## config.mk

```make
export PLATFORM = sky130hd
export DESIGN_NAME = quantRegs
export DESIGN_NICKNAME = d
export VERILOG_FILES = /design/src/chromaPkg.sv /design/src/wbPkg.sv /design/src/quantRegs.sv
export SDC_FILE = /design/constraint.sdc
export NUM_CORES = 1
export LEC_CHECK = 0
export ABC_AREA = 0
export BUFFER_PORTS_ARGS = -buffer_cell sky130_fd_sc_hd__buf_2
export CORE_MARGIN = 4
export CORE_UTILIZATION = 42
export CTS_CLUSTER_SIZE = 40
export DETAILED_ROUTE_END_ITERATION = 16
export MAX_ROUTING_LAYER = met4
export PLACE_DENSITY = 0.77
export SYNTH_ARGS = -nofsm -noshare
export SYNTH_HDL_FRONTEND = slang
export SYNTH_SLANG_ARGS = --single-unit
```

## constraint.sdc

```tcl
create_clock -name clk -period 1.6 [get_ports clk]
set_input_delay 0.16 -clock clk [delete_from_list [all_inputs] [get_ports clk]]
set_output_delay 0.16 -clock clk [all_outputs]
set_load 0.005 [all_outputs]
```

## src/chromaPkg.sv

```systemverilog
package chromaPkg;

    // --------------------
    // Plane geometry
    // --------------------
    localparam int PLANE_DIM   = 8;
    localparam int BLK_DIM     = 4;
    localparam int NUM_BLOCKS  = 4;
    localparam int BLK_PIX     = 16;
    localparam int BLK_PER_ROW = PLANE_DIM / BLK_DIM;

    // --------------------
    // Sample and coefficient types
    // --------------------
    typedef logic        [7:0]  pixelT;
    typedef logic signed [8:0]  residT;
    typedef logic signed [15:0] coefT;
    typedef logic        [3:0]  shiftT;
    typedef logic [$clog2(NUM_BLOCKS)-1:0] blkIdxT;

    // One 4x4 block, index is row * 4 + column
    typedef pixelT [BLK_PIX-1:0] blockPixT;
    typedef residT [BLK_PIX-1:0] blockResidT;
    typedef coefT  [BLK_PIX-1:0] blockCoefT;

    // Whole plane, pixel index is row * 8 + column
    typedef pixelT [PLANE_DIM*PLANE_DIM-1:0] planePixT;

    // Levels stored block after block
    typedef coefT [NUM_BLOCKS*BLK_PIX-1:0] planeCoefT;

endpackage

```

## src/wbPkg.sv

```systemverilog
package wbPkg;

    // --------------------
    // Bus widths
    // --------------------
    localparam int WB_ADR_W = 2;
    localparam int WB_DAT_W = 8;

    typedef logic [WB_ADR_W-1:0] wbAdrT;
    typedef logic [WB_DAT_W-1:0] wbDatT;

    // --------------------
    // Register map
    // --------------------
    localparam wbAdrT REG_DC_SHIFT = 2'd0;
    localparam wbAdrT REG_AC_SHIFT = 2'd1;
    localparam wbAdrT REG_STATUS   = 2'd2;

    // Read-only status bits
    localparam int STATUS_BUSY_BIT = 0;

endpackage

```

## src/quantRegs.sv

```systemverilog
`timescale 1ns/10ps

module quantRegs import chromaPkg::*, wbPkg::*; (
    input  logic   clk,
    input  logic   rst_n,
    input  logic   wbCyc_i,
    input  logic   wbStb_i,
    input  logic   wbWe_i,
    input  wbAdrT  wbAdr_i,
    input  wbDatT  wbDat_i,
    output wbDatT  wbDat_o,
    output logic   wbAck_o,
    input  logic   busy_i,
    output shiftT  dcShift_o,
    output shiftT  acShift_o
);

    logic  reqW;
    wbDatT readW;

    // New request only when no ack is pending
    assign reqW = wbCyc_i && wbStb_i && !wbAck_o;

    always_comb begin
        readW = '0;
        case (wbAdr_i)
            REG_DC_SHIFT: readW = wbDatT'(dcShift_o);
            REG_AC_SHIFT: readW = wbDatT'(acShift_o);
            REG_STATUS:   readW[STATUS_BUSY_BIT] = busy_i;
            default:      readW = '0;
        endcase
    end

    always_ff @(posedge clk or negedge rst_n) begin
        if (!rst_n) begin
            wbAck_o   <= 1'b0;
            dcShift_o <= '0;
            acShift_o <= '0;
        end else begin
            wbAck_o <= reqW;
            if (reqW && wbWe_i) begin
                case (wbAdr_i)
                    REG_DC_SHIFT: dcShift_o <= wbDat_i[$bits(shiftT)-1:0];
                    REG_AC_SHIFT: acShift_o <= wbDat_i[$bits(shiftT)-1:0];
                    default: ;
                endcase
            end
        end
    end

    // Read data lines up with ack
    always_ff @(posedge clk) begin
        if (reqW && !wbWe_i) begin
            wbDat_o <= readW;
        end
    end

endmodule

```

# Yosys cells after proc, flatten, opt, wreduce, memory -nomap -nowiden

Index checks and enable logic that the tools add are counted.

Flip-flop bits (word level): 17
Input bits: 16
Output and inout port bits: 17
Word-level logic and storage cells: 17

Eq/ne operators: 2
Muxes and demuxes: 2
Reduce and logical (&&, ||, !) cells: 9

Operator list:

| operator             | count |
|---|---|
| $pmux W3 S2          | 1 |
| $logic_and A1 B1 Y1  | 4 |
| $reduce_and A2 Y1    | 2 |
| $pmux W1 S3          | 1 |
| $eq A2 B1 Y1 const B | 1 |
| $eq A2 B2 Y1 const B | 1 |
| $logic_not A1 Y1     | 2 |
| $logic_not A2 Y1     | 1 |

# Logic depth before layout (Yosys ltp)

Depth after elaboration: 4
Gate-level depth with buffers: 4
Mapped depth without buffers: 4

# Least setup slack after synthesis

OpenSTA, ideal clock, no wires.

Path type: reg2reg
Start point: register wbAck_o
End point: register acShift_o[0]
Setup time: 0.125 ns
Data arrival time: 1.119 ns
Required time: 1.475 ns
Setup slack: 0.356 ns
Cell stages (with the launch flop): 4
Path buffers: 0
Period minus slack after synthesis: 1.244 ns
Path through: dfrtp_1 nand3b_4 nor3_4 mux2_2

Cells in the longest elaborated chain, start to end: 4

Ends and longest elaborated chain:

| item                               | RTL line        | RTL |
|---|---|---|
| start, declared                    | quantRegs.sv:12 | `output logic wbAck_o,` |
| start signal, assigned             | quantRegs.sv:40 | `wbAck_o <= reqW;` |
| $logic_not A1 Y1                   | quantRegs.sv:22 | `assign reqW = wbCyc_i && wbStb_i && !wbAck_o;` |
| $logic_and A1 B1 Y1                | quantRegs.sv:22 |  |
| $logic_and A1 B1 Y1                | quantRegs.sv:41 | `if (reqW && wbWe_i) begin` |
| $reduce_and A2 Y1 (no source line) | --              |  |
| end signal, assigned               | quantRegs.sv:44 | `REG_AC_SHIFT: acShift_o <= wbDat_i[$bits(shiftT)-1:0];` |
| end, declared                      | quantRegs.sv:15 | `output shiftT acShift_o` |

Every way passes these cells.
A chain may end at the register's enable or synchronous reset.

# Final worst setup path

Start point: register wbAck_o
End point: register acShift_o[3]

Same word-level chain as after synthesis.

==> run_results.csv <==
group,metric,value,unit
status,status,"finished clean",
global_routing,grt_start_max_net_pins,10,
sta,rsz0062_at_grt,"false",
global_routing,grt_busiest_layer,"met2",
synthesis,synth_sequential_area_ratio,56.4,%
synthesis,yosys_warnings,0,
global_routing,use_met2,18.7,%
cells_and_area,area_delta_synth_final,23.7,%
detailed_routing,vias_per_cell,4.74,
clocking,clkTransAtPathRegs,0.07,ns
cells_and_area,final_cell_mix,"24 x buf_2, 9 x dfrtp_1",
synthesis,yosys.area.top_type_share,36.8,%
floorplanning,rows,13,
cells_and_area,mostFrequentLayoutCell,"buf_2",
clocking,cts.sinks,13,
worst_setup_path,arrival,1.50,ns
cells_and_area,stdcell_area,757,sq um
sta,clock_skew,0.000560,ns
detailed_routing,drt-total-wl,1.08,mm
sta,setup_ws,0.273,ns
worst_setup_path,worst_ep_required_time,1.77,ns
cells_and_area,antenna_cells,0,
sta,fin_setup_tns,0,ns
detailed_routing,vias,403,
floorplanning,pin_count,33,
run,maxCapViolCount,0,
clocking,clk_latency,0.28,ns
global_routing,grt_usage,11.9,%
min_path,worstHoldPathCells,2,
cells_and_area,fin_nets,87,
clocking,cts_buffers,3,
cells_and_area,fillers,129,
floorplanning,die_h,46.2,um
clocking,clockRootBuffer,"clkbuf_4",
detailed_routing,post-route-drc-count,0,
placed_design,dp_slack,0.273,ns
synthesis,synthDistinctLibCells,17,
sta,setup_viol_count_final,0,
global_routing,grt_pass1_wl,1.55,mm
global_routing,grt_pass1_vias,371,
sta,max_freq,0.754,GHz
global_routing,antenna_found_initial,0,
detailed_routing,final_antenna_net_count,0,
placed_design,place_congestion,0.657,
cells_and_area,drive_above_1_share,52.9,%
global_routing,gr-total-overflow,0,
floorplanning,die_w,46.2,um
worst_setup_path,reg2regPathDepth,3,
placed_design,dpl-instance-area,721,sq um
min_path,min_path_type,"in -> reg",
synthesis,synth_area,612,sq um
synthesis,ys_ff_latch,13,
worst_setup_path,worstSetupEndpointType,"register",
power,p_leak,0.383,nW
synthesis,syn_inst,43,
cells_and_area,utilization,56.8,%
detailed_routing,wl_per_cell,12.7,um
floorplanning,initial_core_util,45.9,%
power,vdd_drop_max,0.615,mV
placed_design,port-buffer-count,24,
clocking,cts_tree,"done",
sta,hold_viol,0,
global_routing,grt_use_met1,11.2,%
worst_setup_path,critical_path_class,"reg -> reg",
synthesis,synth_top_cells_by_area,"dfrtp_1 37%, edfxtp_1 20%, mux2_1 7.4%",
floorplanning,die-area,0.00213,sq mm
floorplanning,design.core.area,0.00133,sq mm
synthesis,yosys.area.top_type,"dfrtp_1",
clocking,cts-resized-gates,0,
worst_setup_path,cp_max_fo,4,
global_routing,grt_use_met3,4.69,%
sta,finalCritPeriodShare,82.9,%
detailed_routing,drt_iter0_drc,1,
clocking,clock_path_buffers,2,
detailed_routing,first_pass_iters,4,
power,powerDensity,1070,mW/mm^2
synthesis,synth_area_per_cell,14.2,sq um
sta,min_period,1.33,ns
sta,slew_viol_final,0,
worst_setup_path,cp-start-kind,"register",
clocking,ctsHtreeMaxLevel,1,
cell families (layout without fill, tap and decap cells):
| logic type | after synthesis | after routing | synth area share [%] |
|---|---|---|---|
| other cells | 1 | 4 | 0.613 |
| flops | 13 | 13 | 56.4 |
| mux | 12 | 12 | 21.3 |
| buf+inv | 6 | 30 | 7.57 |
| compound gates | 1 | 1 | 0.817 |
| simple gates | 10 | 10 | 13.3 |
critical path, cell delays in order (launching register included):
cell      delay [ns]
dfrtp_1         0.37
nand3b_4        0.18
nor3_4          0.29
mux2_2          0.37
per-stage QoR:
step,hold WS (ns),power [mW],instances
2_1_floorplan,-0.136,0.533,46
3_3_place_gp,0.0211,0.609,80
3_5_place_dp,0.0192,0.620,80
4_1_cts,0.100,0.824,85
5_1_grt,0.115,0.858,85
6_report,0.108,0.812,85
state kept, by name (all words and copies together), names as in the netlist:
signal and flops:
wbDat_o 4, dcShift_o 4, acShift_o 4, wbAck_o 1
repair_timing:
action | 4_1_cts | 5_1_grt
buffers inserted | 0 | 0
endpoints found under the hold margin | 9 | 0
hold buffers | 1 | 0
per-layer routing:
metal | vias to the layer above | wire [um] | part of all wire, %
li1 | 197 | - | -
met1 | 181 | 390 | 36
met2 | 19 | 545 | 51
met3 | 6 | 106 | 9.8
met4 | 0 | 36 | 3.3
met5 | - | 0 | 0
synthesized netlist by cell type:
cell type	count
nor2_1	4
nor3_4	1
nand3b_1	1
mux2i_1	4
mux2_2	4
clkinv_2	1
dfrtp_1	9
nand2_2	1
o21ai_0	1
edfxtp_1	4
nand3_2	1
nor2_2	1
buf_6	1
nand3b_4	1
buf_4	4
conb_1	1
mux2_1	4
worst paths after layout:
path / from / to / slack, ns
setup / recovery: wbAck_o / acShift_o[3] / 0.27
hold / removal: wbDat_i[2] / dcShift_o[2] / 0.11
setup reg to reg: wbAck_o / acShift_o[3] / 0.27
hold reg to reg: dcShift_o[0] / dcShift_o[0] / 0.53
max in group asynchronous: rst_n / wbAck_o / 1.17
min in group asynchronous: rst_n / dcShift_o[2] / 0.26
final cells by class:
cell class              instances  area [sq um]  share of cell area [%]
inverters                       1          5.00                   0.661
repair buffers                 25           130                    17.2
multi-input cells              27           231                    30.6
flip-flops and latches         13           345                    45.6
well taps                      15          18.8                    2.48
clock buffers                   4          26.3                    3.47
power breakdown:
| part | total [mW] | switching (mW) | internal [mW] |
|---|---|---|---|
| registers | 0.437 | 0.0361 | 0.401 |
| logic | 0.172 | 0.0751 | 0.0964 |
| clock network | 0.203 | 0.106 | 0.0969 |
| total | 0.812 | 0.218 | 0.595 |
No activity file was read; power rests on OpenSTA's default activity.
